[src/pyr_pkg.sv]
//////////////////////////////////////////////////
// shared widths and typedefs for the core
// instruction field positions
// opcode, alu op, branch condition, fsm enums
//////////////////////////////////////////////////

package pyr_pkg;

	// datapath widths
	localparam int xlen   = 16;
	localparam int ilen   = 21;
	localparam int palen  = 14;
	localparam int rsel_w = 4;
	localparam int nreg   = 16;

	// instruction field positions
	localparam int op_lsb  = 0;
	localparam int op_msb  = 2;
	localparam int rd_lsb  = 3;
	localparam int rd_msb  = 6;
	localparam int f3_lsb  = 7;
	localparam int f3_msb  = 9;
	localparam int rs1_lsb = 10;
	localparam int rs1_msb = 13;
	localparam int rs2_lsb = 14;
	localparam int rs2_msb = 17;
	localparam int f7_lsb  = 18;
	localparam int f7_msb  = 20;

	typedef logic [palen-1:0]  pc_t;
	typedef logic [xlen-1:0]   word_t;
	typedef logic [ilen-1:0]   instr_t;
	typedef logic [rsel_w-1:0] rsel_t;

	// system op with funct3 = 001, does nothing
	localparam instr_t instr_nop = 21'h000080;

	typedef enum logic [2:0] {
		op_sys   = 3'b000,
		op_imm   = 3'b001,
		op_br    = 3'b010,
		op_reg   = 3'b011,
		op_jalr  = 3'b100,
		op_auipc = 3'b101,
		op_jal   = 3'b110,
		op_lui   = 3'b111
	} opcode_e;

	// {sub/arith bit, funct3}
	typedef enum logic [3:0] {
		alu_add  = 4'b0000,
		alu_sll  = 4'b0001,
		alu_slt  = 4'b0010,
		alu_sltu = 4'b0011,
		alu_xor  = 4'b0100,
		alu_srl  = 4'b0101,
		alu_or   = 4'b0110,
		alu_and  = 4'b0111,
		alu_sub  = 4'b1000,
		alu_sra  = 4'b1101
	} alu_op_e;

	// 010 and 011 never branch
	typedef enum logic [2:0] {
		br_eq  = 3'b000,
		br_ne  = 3'b001,
		br_lt  = 3'b100,
		br_ge  = 3'b101,
		br_ltu = 3'b110,
		br_geu = 3'b111
	} br_cond_e;

	typedef enum logic [1:0] {
		st_idle    = 2'b00,
		st_running = 2'b01,
		st_halted  = 2'b10
	} ctrl_state_e;

endpackage

[src/pyr_alu.sv]
//////////////////////////////////////////////////
// operand select and alu
// condition codes and branch decision
// writeback value and jump target
//////////////////////////////////////////////////

`timescale 1ns/1ps

module pyr_alu
	import pyr_pkg::*;
(
	input  logic     valid_2,
	input  opcode_e  opcode,
	input  alu_op_e  alu_op,
	input  br_cond_e cond,
	input  word_t    rs1_val,
	input  word_t    rs2_val,
	input  word_t    imm,
	input  logic     use_imm,
	input  pc_t      pc_2,
	output word_t    rd_val,
	output logic     jump,
	output pc_t      jump_addr
);

	word_t         arg0;
	word_t         arg1;
	word_t         imm_hi;
	word_t         pc_word;
	word_t         res;
	word_t         sra_mask;
	logic [xlen:0] diff_u;
	logic [xlen:0] diff_s;
	logic [3:0]    shamt;
	logic          cc_zero;
	logic          cc_neg;
	logic          cc_borrow;
	logic          taken;

	// upper immediate for lui and auipc
	assign imm_hi  = {imm[xlen-6:0], 5'd0};
	assign pc_word = {{(xlen-palen){1'b0}}, pc_2};

	always_comb begin
		if (opcode == op_auipc) begin
			arg0 = pc_word;
			arg1 = imm_hi;
		end else begin
			arg0 = rs1_val;
			arg1 = use_imm ? imm : rs2_val;
		end
	end

	//////////////////////////////////////////////////
	// subtract and flags
	//////////////////////////////////////////////////

	// one extra bit gives the true sign and the borrow
	assign diff_u = {1'b0, arg0} - {1'b0, arg1};
	assign diff_s = {arg0[xlen-1], arg0} - {arg1[xlen-1], arg1};

	assign cc_zero   = (diff_u[xlen-1:0] == '0);
	assign cc_neg    = diff_s[xlen];
	assign cc_borrow = diff_u[xlen];

	//////////////////////////////////////////////////
	// alu
	//////////////////////////////////////////////////

	assign shamt = arg1[3:0];
	// sign bits filled in above a logical right shift
	assign sra_mask = ~({xlen{1'b1}} >> shamt) & {xlen{arg0[xlen-1]}};

	always_comb begin
		case (alu_op)
			alu_sub:  res = diff_u[xlen-1:0];
			alu_sll:  res = arg0 << shamt;
			alu_slt:  res = {{(xlen-1){1'b0}}, cc_neg};
			alu_sltu: res = {{(xlen-1){1'b0}}, cc_borrow};
			alu_xor:  res = arg0 ^ arg1;
			alu_srl:  res = arg0 >> shamt;
			alu_sra:  res = (arg0 >> shamt) | sra_mask;
			alu_or:   res = arg0 | arg1;
			alu_and:  res = arg0 & arg1;
			default:  res = arg0 + arg1;
		endcase
	end

	// link value is the own address
	always_comb begin
		if (opcode == op_lui)
			rd_val = imm_hi;
		else if (opcode == op_jal || opcode == op_jalr)
			rd_val = pc_word;
		else
			rd_val = res;
	end

	//////////////////////////////////////////////////
	// branch and jump
	//////////////////////////////////////////////////

	always_comb begin
		case (cond)
			br_eq:   taken = cc_zero;
			br_ne:   taken = ~cc_zero;
			br_lt:   taken = cc_neg;
			br_ge:   taken = ~cc_neg;
			br_ltu:  taken = cc_borrow;
			br_geu:  taken = ~cc_borrow;
			default: taken = 1'b0;
		endcase
	end

	// jalr target from the alu sum, others pc relative
	assign jump_addr = (opcode == op_jalr) ? res[palen-1:0] : pc_2 + imm[palen-1:0];

	assign jump = valid_2 & (((opcode == op_br) & taken)
		| (opcode == op_jal) | (opcode == op_jalr));

endmodule

[src/pyr_core.sv]
//////////////////////////////////////////////////
// three stage core top level
// fetch, decode, execute and register file
//////////////////////////////////////////////////

`timescale 1ns/1ps

module pyr_core
	import pyr_pkg::*;
(
	input  logic   clk,
	input  logic   rst,
	input  logic   run,
	output pc_t    imem_addr,
	input  instr_t imem_dout,
	input  logic   imem_rdy,
	output logic   halt,
	input  rsel_t  dbg_sel,
	output word_t  dbg_dout
);

	// pipeline control
	logic advance;
	logic valid_1;
	logic valid_2;
	logic jump;
	pc_t  jump_addr;
	pc_t  pc_1;
	pc_t  pc_2;

	// decoded stage 2 controls
	opcode_e  opcode;
	alu_op_e  alu_op;
	br_cond_e cond;
	rsel_t    rd;
	rsel_t    rs1;
	rsel_t    rs2;
	word_t    imm;
	logic     use_imm;
	logic     is_halt;
	logic     writes_rd;

	// register data
	word_t rs1_val;
	word_t rs2_val;
	word_t rd_val;
	logic  reg_we;

	// writeback at the end of execute, never once halted
	assign reg_we = valid_2 & writes_rd & run & ~halt;

	pyr_pc pyr_pc_inst (
		.clk        (clk),
		.rst        (rst),
		.advance    (advance),
		.jump       (jump),
		.jump_addr  (jump_addr),
		.fetch_addr (imem_addr),
		.pc_1       (pc_1)
	);

	pyr_pipe_ctrl pyr_pipe_ctrl_inst (
		.clk      (clk),
		.rst      (rst),
		.run      (run),
		.imem_rdy (imem_rdy),
		.jump     (jump),
		.is_halt  (is_halt),
		.advance  (advance),
		.valid_1  (valid_1),
		.valid_2  (valid_2),
		.halt     (halt)
	);

	pyr_decode pyr_decode_inst (
		.clk       (clk),
		.rst       (rst),
		.advance   (advance),
		.valid_1   (valid_1),
		.imem_dout (imem_dout),
		.pc_1      (pc_1),
		.pc_2      (pc_2),
		.opcode    (opcode),
		.alu_op    (alu_op),
		.cond      (cond),
		.rd        (rd),
		.rs1       (rs1),
		.rs2       (rs2),
		.imm       (imm),
		.use_imm   (use_imm),
		.is_halt   (is_halt),
		.writes_rd (writes_rd)
	);

	pyr_alu pyr_alu_inst (
		.valid_2   (valid_2),
		.opcode    (opcode),
		.alu_op    (alu_op),
		.cond      (cond),
		.rs1_val   (rs1_val),
		.rs2_val   (rs2_val),
		.imm       (imm),
		.use_imm   (use_imm),
		.pc_2      (pc_2),
		.rd_val    (rd_val),
		.jump      (jump),
		.jump_addr (jump_addr)
	);

	pyr_regfile pyr_regfile_inst (
		.clk      (clk),
		.rst      (rst),
		.run      (run),
		.we       (reg_we),
		.rd       (rd),
		.rs1      (rs1),
		.rs2      (rs2),
		.rd_val   (rd_val),
		.dbg_sel  (dbg_sel),
		.rs1_val  (rs1_val),
		.rs2_val  (rs2_val),
		.dbg_dout (dbg_dout)
	);

endmodule

[src/pyr_decode.sv]
//////////////////////////////////////////////////
// stage 1 and stage 2 instruction latches
// field split and opcode decode
// immediate build
//////////////////////////////////////////////////

`timescale 1ns/1ps

module pyr_decode
	import pyr_pkg::*;
(
	input  logic     clk,
	input  logic     rst,
	input  logic     advance,
	input  logic     valid_1,
	input  instr_t   imem_dout,
	input  pc_t      pc_1,
	output pc_t      pc_2,
	output opcode_e  opcode,
	output alu_op_e  alu_op,
	output br_cond_e cond,
	output rsel_t    rd,
	output rsel_t    rs1,
	output rsel_t    rs2,
	output word_t    imm,
	output logic     use_imm,
	output logic     is_halt,
	output logic     writes_rd
);

	instr_t     instr_1;
	instr_t     instr_2;
	logic [2:0] funct3;
	logic [2:0] funct7;
	logic [5:0] imm6;
	logic       sgn;
	logic       itype;
	logic       btype;

	//////////////////////////////////////////////////
	// latches
	//////////////////////////////////////////////////

	always_ff @(posedge clk) begin
		if (rst) begin
			instr_1 <= instr_nop;
			instr_2 <= instr_nop;
		end else if (advance) begin
			instr_1 <= imem_dout;
			// bubble becomes a no-op
			instr_2 <= valid_1 ? instr_1 : instr_nop;
		end
	end

	always_ff @(posedge clk) begin
		if (advance)
			pc_2 <= pc_1;
	end

	//////////////////////////////////////////////////
	// fields
	//////////////////////////////////////////////////

	assign opcode = opcode_e'(instr_2[op_msb:op_lsb]);
	assign rd     = instr_2[rd_msb:rd_lsb];
	assign funct3 = instr_2[f3_msb:f3_lsb];
	assign rs1    = instr_2[rs1_msb:rs1_lsb];
	assign rs2    = instr_2[rs2_msb:rs2_lsb];
	assign funct7 = instr_2[f7_msb:f7_lsb];
	assign cond   = br_cond_e'(funct3);

	// only funct3 000 of the system op halts
	assign is_halt   = (opcode == op_sys) && (funct3 == 3'b000);
	assign use_imm   = (opcode == op_imm) || (opcode == op_jalr);
	assign writes_rd = (opcode != op_sys) && (opcode != op_br);

	// add unless a reg or imm op
	always_comb begin
		alu_op = alu_add;
		if (opcode == op_reg || opcode == op_imm) begin
			case (funct3)
				3'b000:  alu_op = (opcode == op_reg && funct7[1]) ? alu_sub : alu_add;
				3'b001:  alu_op = alu_sll;
				3'b010:  alu_op = alu_slt;
				3'b011:  alu_op = alu_sltu;
				3'b100:  alu_op = alu_xor;
				3'b101:  alu_op = funct7[1] ? alu_sra : alu_srl;
				3'b110:  alu_op = alu_or;
				default: alu_op = alu_and;
			endcase
		end
	end

	//////////////////////////////////////////////////
	// immediate
	//////////////////////////////////////////////////

	assign itype = use_imm;
	assign btype = (opcode == op_br);
	assign sgn   = instr_2[f7_msb];

	always_comb begin
		// i type takes the rs2 slot and b type splits around rd
		if (itype)
			imm6 = instr_2[19:14];
		else
			imm6 = {funct7, instr_2[5:3]};
		if (itype || btype)
			imm = {{(xlen-6){sgn}}, imm6};
		else
			imm = {{(xlen-12){sgn}}, instr_2[18:7]};
	end

endmodule

[src/pyr_pc.sv]
//////////////////////////////////////////////////
// fetch counter with jump load
// stage 1 address latch
//////////////////////////////////////////////////

`timescale 1ns/1ps

module pyr_pc
	import pyr_pkg::*;
(
	input  logic clk,
	input  logic rst,
	input  logic advance,
	input  logic jump,
	input  pc_t  jump_addr,
	output pc_t  fetch_addr,
	output pc_t  pc_1
);

	// address of the next word to fetch
	pc_t pc_q;

	// target goes out in the same cycle as the jump
	assign fetch_addr = jump ? jump_addr : pc_q;

	always_ff @(posedge clk) begin
		if (rst) begin
			pc_q <= '0;
			pc_1 <= '0;
		end else if (advance) begin
			// on a jump the fetched word is dropped, target is fetched again
			if (jump)
				pc_q <= jump_addr;
			else
				pc_q <= pc_q + 1'b1;
			// own address of the word entering stage 1
			pc_1 <= fetch_addr;
		end
	end

endmodule

[src/pyr_pipe_ctrl.sv]
//////////////////////////////////////////////////
// run/halt fsm
// stage valid bits, bubbles and flush
//////////////////////////////////////////////////

`timescale 1ns/1ps

module pyr_pipe_ctrl
	import pyr_pkg::*;
(
	input  logic clk,
	input  logic rst,
	input  logic run,
	input  logic imem_rdy,
	input  logic jump,
	input  logic is_halt,
	output logic advance,
	output logic valid_1,
	output logic valid_2,
	output logic halt
);

	ctrl_state_e state;
	logic        halt_exec;

	// valid halt sitting in execute
	assign halt_exec = valid_2 & is_halt;

	// pipeline moves on an accepted word or a jump
	// a jump moves it even without imem_rdy, the fetched word is flushed
	assign advance = run & (state == st_running) & (imem_rdy | jump);

	assign halt = (state == st_halted);

	//////////////////////////////////////////////////
	// fsm
	//////////////////////////////////////////////////

	always_ff @(posedge clk) begin
		if (rst) begin
			state <= st_idle;
		end else if (run) begin
			case (state)
				st_idle:    state <= st_running;
				st_running: if (halt_exec) state <= st_halted;
				// only reset leaves halted
				default:    state <= state;
			endcase
		end
	end

	//////////////////////////////////////////////////
	// valid bits
	//////////////////////////////////////////////////

	always_ff @(posedge clk) begin
		if (rst) begin
			valid_1 <= 1'b0;
			valid_2 <= 1'b0;
		end else if (run) begin
			if (jump || halt_exec || state != st_running) begin
				// flush both younger stages
				valid_1 <= 1'b0;
				valid_2 <= 1'b0;
			end else if (advance) begin
				valid_1 <= 1'b1;
				valid_2 <= valid_1;
			end else begin
				// no fetch, stage 2 has executed, stage 1 waits
				valid_2 <= 1'b0;
			end
		end
	end

endmodule

[src/pyr_regfile.sv]
//////////////////////////////////////////////////
// sixteen word register file
// two operand reads, one write, debug read
//////////////////////////////////////////////////

`timescale 1ns/1ps

module pyr_regfile
	import pyr_pkg::*;
(
	input  logic  clk,
	input  logic  rst,
	input  logic  run,
	input  logic  we,
	input  rsel_t rd,
	input  rsel_t rs1,
	input  rsel_t rs2,
	input  word_t rd_val,
	input  rsel_t dbg_sel,
	output word_t rs1_val,
	output word_t rs2_val,
	output word_t dbg_dout
);

	word_t regs [nreg];

	// r0 is never written so it stays zero after reset
	always_ff @(posedge clk) begin
		if (rst) begin
			for (int i = 0; i < nreg; i++)
				regs[i] <= '0;
		end else if (we && run && rd != '0) begin
			regs[rd] <= rd_val;
		end
	end

	// all reads combinational
	assign rs1_val  = regs[rs1];
	assign rs2_val  = regs[rs2];
	assign dbg_dout = regs[dbg_sel];

endmodule

[config.mk]
export PLATFORM = sky130hd
export DESIGN_NAME = pyr_core
export DESIGN_NICKNAME = d
export VERILOG_FILES = /design/src/pyr_pkg.sv /design/src/pyr_alu.sv /design/src/pyr_core.sv /design/src/pyr_decode.sv /design/src/pyr_pc.sv /design/src/pyr_pipe_ctrl.sv /design/src/pyr_regfile.sv
export SDC_FILE = /design/constraint.sdc
export NUM_CORES = 1
export LEC_CHECK = 0
export BUFFER_PORTS_ARGS = -buffer_cell sky130_fd_sc_hd__buf_2
export CAP_MARGIN = 25
export CORE_AREA = 4 4 229 231
export DETAILED_ROUTE_END_ITERATION = 10
export DIE_AREA = 0 0 233 235
export GPL_ROUTABILITY_DRIVEN = 0
export PLACE_DENSITY = 0.66
export SYNTH_ARGS = -nofsm -noshare
export SYNTH_HDL_FRONTEND = slang
export SYNTH_HIERARCHICAL = 1
export SYNTH_SLANG_ARGS = --single-unit
export TNS_END_PERCENT = 1
[constraint.sdc]
create_clock -name clk -period 17 [get_ports clk]
set_clock_uncertainty 0.1 [all_clocks]
set_input_delay 0 -clock clk [delete_from_list [all_inputs] [get_ports clk]]
set_output_delay 0 -clock clk [all_outputs]
set_load 0.02 [all_outputs]
After elaboration in Yosys (flattened, before gate mapping) --
Memory sizes are Yosys's and may differ from the RTL's. A register that Yosys moved wholly into a read port is not among the register bits. Index checks and enable logic that the tools add are counted.
Storage, ports and cells: input port bits 29, register bits after elaboration 88, bits in writable memories 256, memories kept 1
Operators by class: bitwise logic cells 21, $add $sub $neg 5, muxes and demuxes 35, shift-type cells 3, reduce and logical (&&, ||, !) cells 22, eq/ne operators 28
Memories:
- pyr_regfile_inst.regs | depth 16, bits a word 16, read ports 3, clocked after memory_dff 2, wr ports 16, RTL line pyr_regfile.sv:25 | word_t regs [nreg];
Operators by type and width (count):
- 16-bit one-hot mux with 9 select lines | 1
- 16-bit two-way mux | 6
- 14-bit two-way mux | 3
- 16-bit by 16-bit subtractor with 17-bit output | 2
- 16-bit bitwise AND | 2
- 4-bit two-way mux | 8
- 16-bit OR | 2
- 4-bit one-hot mux with 7 select lines | 1
- 3-bit == test (second input constant) | 8
- 21-bit two-way mux | 1
- 16-bit adder | 1
- 4-bit by 3-bit == test with 1-bit output (second input constant) | 4
- 16-bit logical NOT | 1
- 16-bit NOT | 1
- 16-bit OR reduction | 1
- 16-bit by 4-bit left shift with 16-bit output | 1
- 16-bit by 4-bit right shift with 16-bit output | 1
- 16-bit by 4-bit right shift with 16-bit output (first input constant) | 1
- 16-bit bitwise XOR | 1
- 14-bit by 1-bit adder with 14-bit output (second input constant) | 1
- 14-bit adder | 1
- 3-bit by 2-bit == test with 1-bit output (second input constant) | 4
- 12-bit two-way mux | 1
- 1-bit two-way mux | 10
- other kinds (24) | 51

Longest topological paths before layout --
depth after elaboration 18, mapped depth 28

Hierarchy --
Netlist, hierarchy kept.
Modules (own cells, without submodules):
- pyr_regfile | cells an instance 1038, times used 1, area each 15064.4 µm²
- pyr_alu | cells an instance 853, times used 1, area each 5609.1 µm²
- pyr_decode | cells an instance 255, times used 1, area each 2499.9 µm²
- pyr_pc | cells an instance 202, times used 1, area each 1596.5 µm²
- pyr_pipe_ctrl | cells an instance 20, times used 1, area each 190.2 µm²
- pyr_core | cells an instance 1, times used 1, area each 10.0 µm²

Worst setup path after synthesis --
OpenSTA, ideal clock, no wires.
path type reg-to-reg, start point register pyr_decode_inst.instr_2[14], end point register pyr_decode_inst.instr_1[10], buffers on the path 7, data required time 16772 ps, arrival 6203 ps, library setup time 128 ps, cell stages (with the launch flop) 27, period minus slack after synthesis 6431 ps, path slack 10569 ps, cell sequence dfxtp_1 buf_4 buf_6 buf_4 mux4_2 a22oi_1 nand2_1 mux2_4 nand2_1 buf_4 buf_2 ha_1 nor2b_4 o2111ai_1 nand4_1 a311oi_2 a211oi_1 a211oi_1 nand4_1 or4_1 o211ai_1 o211ai_2 inv_1 clkbuf_1 buf_2 mux2i_1 nor2_1
On the way: longest elaborated chain between the ends 14
RTL lines:
- start, declared | RTL line pyr_decode.sv:32 | instr_t instr_2;
- start signal, assigned | RTL line pyr_decode.sv:47 | instr_2 <= instr_nop;
- start signal, assigned | RTL line pyr_decode.sv:51 | instr_2 <= valid_1 ? instr_1 : instr_nop;
- 6-bit two-way mux | RTL line pyr_decode.sv:104 | if (itype)
- 12-bit two-way mux (*) | RTL line pyr_decode.sv:108 | if (itype || btype)
- 16-bit two-way mux | RTL line pyr_alu.sv:50 | arg1 = use_imm ? imm : rs2_val;
- 16-bit two-way mux (*) | RTL line pyr_alu.sv:45 | if (opcode == op_auipc) begin
- 16-bit by 16-bit subtractor with 17-bit output | RTL line pyr_alu.sv:59 | assign diff_u = {1'b0, arg0} - {1'b0, arg1};
- 16-bit logical NOT | RTL line pyr_alu.sv:62 | assign cc_zero = (diff_u[xlen-1:0] == '0);
- 1-bit NOT | RTL line pyr_alu.sv:106 | br_ne: taken = ~cc_zero;
- 1-bit one-hot mux with 6 select lines (*) | RTL line pyr_alu.sv:104 | case (cond)
- 1-bit bitwise AND (*) | RTL line pyr_alu.sv:118 | assign jump = valid_2 & (((opcode == op_br) & taken)
- 1-bit OR (*) (2 in a row) | RTL line pyr_alu.sv:119 | | (opcode == op_jal) | (opcode == op_jalr));
- 1-bit bitwise AND (*) | RTL line pyr_alu.sv:118
- named net jump | RTL line pyr_core.sv:26 | logic jump;
- 1-bit OR (*) | RTL line pyr_pipe_ctrl.sv:31 | assign advance = run & (state == st_running) & (imem_rdy | jump);
- 1-bit bitwise AND (*) | RTL line pyr_pipe_ctrl.sv:31
- named net advance | RTL line pyr_core.sv:23 | logic advance;
- end signal, assigned | RTL line pyr_decode.sv:46 | instr_1 <= instr_nop;
- end signal, assigned | RTL line pyr_decode.sv:49 | instr_1 <= imem_dout;
- end, declared | RTL line pyr_decode.sv:31 | instr_t instr_1;
Mark *: on every way through the listed nets, which the timed path passes. The rest lies on a longest branch. A chain may end at the register's enable or synchronous reset.

Worst setup path in the final report --
start point register pyr_decode_inst.instr_2[10], end point register pyr_pc_inst.pc_q[2]
On the way: longest elaborated chain between the ends 13
RTL lines:
- 12-bit two-way mux (*) | RTL line pyr_decode.sv:108
- 16-bit two-way mux | RTL line pyr_alu.sv:50
- 16-bit two-way mux (*) | RTL line pyr_alu.sv:45
- 16-bit by 16-bit subtractor with 17-bit output | RTL line pyr_alu.sv:59
- 16-bit logical NOT | RTL line pyr_alu.sv:62
- 1-bit NOT | RTL line pyr_alu.sv:106
- 1-bit one-hot mux with 6 select lines (*) | RTL line pyr_alu.sv:104
- 1-bit bitwise AND (*) | RTL line pyr_alu.sv:118
- 1-bit OR (*) (2 in a row) | RTL line pyr_alu.sv:119
- 1-bit bitwise AND (*) | RTL line pyr_alu.sv:118
- named net jump | RTL line pyr_core.sv:26
- 1-bit OR (*) | RTL line pyr_pipe_ctrl.sv:31
- 1-bit bitwise AND (*) | RTL line pyr_pipe_ctrl.sv:31
- named net advance | RTL line pyr_core.sv:23
- end signal, assigned | RTL line pyr_pc.sv:33 | pc_q <= jump_addr;
- end signal, assigned | RTL line pyr_pc.sv:35 | pc_q <= pc_q + 1'b1;
- end, declared | RTL line pyr_pc.sv:21 | pc_t pc_q;
Marked as above.

==> flow_summary.ini <==
[pwr]
cellLeakagePower_nw = 9.55
p_switching_w = 0.000635
p_int_w = 0.00157
ir_worst_vdd_mv = 0.0584
power.density_nw_per_um2 = 81.5
swShare_pct = 28.8
seqPwrFrac_pct = 43.5
p_clk_share_pct = 37.9
p_comb_share_pct = 18.6

[sta]
final_hold_viol_count = 0
worst_pin_slew_ns = 1.15
finalSetupViolCount = 0
finalSetupTns_ns = 0
relSlewSlack_pct = 23.2
rsz0062_at_grt = no
hold_ws_ns = 0.118
setup_ws_ns = 8.48
slew_violations = 0
period_share_pct = 50.1
clock.fmax_mhz = 117
min_period_ns = 8.52

[synthesis]
avgSynthCellArea_um2 = 10.5
synth-edff-count = 270
syn_area_um2 = 25000
syn_inst = 2369
muxShareOfSynthArea_pct = 21.2
netlist.area_leader.share_pct = 32.5
yosysWarnings = 6
yosysSeqAreaShare_pct = 38.4
synthSimpleGateAreaFrac_pct = 15.1
synth-main-ff-cell = edfxtp_1
synth_top_family_by_area = multiplexers
synth_seq_cells = 344
synth_compound_gate_area_share_pct = 15.0
synthXorXnorAreaFrac_pct = 0.947
synthAdderAreaFrac_pct = 3.44
yosysUniqueCellTypes = 109
synth_area_leader_cell = edfxtp_1
synth_area_leaders = edfxtp_1 32%, mux4_2 14%, dfxtp_1 5.9%
synth-async-reset-ratio_pct = 0

[clock_network]
cts_sinks = 344
cts_resized = 0
path_clk_slew_ns = 0.06
cts_tree = done
htreeDepth = 2
cts_max_path_buffers = 3
clock_latency_ns = 0.58
postCtsSetupBuffers = 0
cts_root_buf = clkbuf_16
cts-buffers-inserted = 39

[placement]
port_buffers = 59
dp_hpwl_um = 56400
dp.cells = 2951
pre_cts_ws_ns = 8.33

[setup_path]
crit_path_start_kind = register
crit_fanout = 77
slowest_stage = dfxtp_4
path_common_cell = buf_4
cp.arrival_ns = 8.83
worstPathRequired_ns = 17.31
critPathMaxStageDelay_ns = 0.79
end_kind = register
path_cells = buf_4 > mux4_1 > a22oi_1 > nand2_1 > mux2i_1 > inv_1 > ha_1 > a21o_1 > nand2_1 > nand4_1 > a311oi_2 > a211oi_1 > a211oi_1 > nand4_1 > or4_1 > o211ai_1 > buf_4 > o211ai_2 > inv_4 > buf_4 > o21ai_0 > a22oi_1 > nor2_1
critPathKind = register to register

[floorplanning]
pin_count = 60
dieArea_um2 = 54800
dieWidth_um = 233
row_count = 82
initial_core_util_pct = 49.9
die_h_um = 235
core_um2 = 50100

[drt]
drtAntennaViolNets = 0
avgViaCountPerCell = 6.88
firstDrtPassIters = 9
wl_um = 84900
drc_errors = 0
drt_iter0_markers = 3521
vias = 21000
wl_per_cell_um = 27.8

[status]
outcome = finished clean

[grt]
grt.overflow.total = 0
grt_usage_pct = 30.0
grt_max_degree = 86
grt_pass1_wl_um = 125000
antenna_found_initial = 1
grt_pass1_vias = 19900

[cells_and_area]
final_cells = 3056
drive_gt1_share_pct = 16.4
nets = 2448
area_growth_pct = 8.28

[min_path]
hold_class = primary input to register

[job]
max-cap-violations = 0
sequential cells by signal (all words and copies together) (netlist names):
register,flops
pyr_decode_inst/instr_2,21
pyr_pipe_ctrl_inst/state,2
pyr_pc_inst/pc_q,14
pyr_decode_inst/instr_1,21
pyr_pipe_ctrl_inst/valid_2,1
pyr_pipe_ctrl_inst/valid_1,1
pyr_regfile_inst/regs,256
pyr_pc_inst/pc_1,14
pyr_decode_inst/pc_2,14
layer usage:
metal / vias to the layer above / GRT usage [%] / wire, um
li1: 8957 / - / -
met1: 10200 / 41.1 / 30900
met2: 1598 / 46.4 / 38700
met3: 285 / 6.52 / 11000
met4: 0 / 12.7 / 4290
met5: - / 0 / 0
layout make-up:
| cell class | count | area [um2] |
|---|---|---|
| Clock buffer | 52 | 1060 |
| Sequential cell | 344 | 9600 |
| Antenna cell | 1 | 2.50 |
| Inverter | 68 | 258 |
| Fill cell | 4405 | 23000 |
| Tap cell | 672 | 841 |
| Clock inverter | 19 | 184 |
| Timing Repair Buffer | 136 | 1100 |
| Multi-Input combinational cell | 1764 | 14000 |
what timing repair did:
item	CTS	global route
endpoints found under the hold margin	31	0
endpoints found under the setup margin	0	0
hold buffers	25	0
metrics by stage:
stage	total power (W)	util [%]	instance area [um2]
detailed placement	0.00136	50.6	25400
floorplan	0.00123	-	25000
CTS	0.00219	53.6	26900
finish	0.00220	54.0	27000
global placement	0.00135	50.5	25300
global route	0.00227	54.0	27000
cells in the mapped netlist (all sizes together), types with 13 or more instances:
cell and n:
nor3 46, a21oi 127, a21o 31, inv 68, mux2i 63, buf 123
o21ai 71, o22ai 17, nand3 48, nor2 378, o21a 18, a221oi 18
mux2 16, clkbuf 80, a31oi 13, mux4 192, dfxtp 74, a22oi 104
xnor2 21, nand2 232, ha 63, nand2b 31, a211oi 26, edfxtp 270
nor2b 32
cells by family after synthesis:
kind of cell             count (synthesis)
other                                    1
multiplexers                           271
flip-flops                             344
XOR/XNOR                                27
buffers and inverters                  276
AO/OA/AOI/OAI                          540
adder cells (fa/ha/maj)                 67
AND/OR/NAND/NOR                        843
final timing paths:
| path | start | end | slack [ns] | cells after the start |
|---|---|---|---|---|
| worst max-delay path | pyr_decode_inst/instr_2[10] | pyr_pc_inst/pc_q[2] | 8.48 | 23 |
| worst min-delay path | imem_dout[20] | pyr_decode_inst/instr_1[20] | 0.12 | 4 |
| worst max register to register | pyr_decode_inst/instr_2[10] | pyr_pc_inst/pc_q[2] | 8.48 | 23 |
| worst min register to register | pyr_pc_inst/pc_1[8] | pyr_decode_inst/pc_2[8] | 0.32 | 0 |
layout by cell type (no fill, tap or decap), types with 25 or more instances in the layout:
cell type	instances
clkbuf_16	39
ha_1	63
buf_4	43
nor3_1	42
dfxtp_1	70
dlygate4sd3_1	25
a22oi_1	104
mux4_2	154
nor2b_1	31
mux4_1	36
edfxtp_1	270
a211oi_1	26
mux2i_1	60
a21oi_1	123
inv_1	64
nor2_1	377
buf_2	57
nand3_1	47
a21o_1	31
nand2b_1	30
o21ai_0	66
nand2_1	228
power groups by stage:
stage / Sequential [W] / Combinational, W / Clock, W
after floorplan: 0.000965 / 0.000262 / 0
after global placement: 0.000971 / 0.000378 / 0
after detailed placement: 0.000975 / 0.000384 / 0
after CTS: 0.000957 / 0.000391 / 0.000844
after global routing: 0.000961 / 0.000426 / 0.000881
final: 0.000958 / 0.000411 / 0.000835
worst max-delay path: cells and delay by family (launching register included):
family	cells	cell delay, ns
simple gates	6	1.15
fa+ha+maj	1	0.47
flops	1	0.79
buf+inv	5	2.36
mux	2	1.18
compound gates	9	2.20
(Power assumes the default switching activity.)
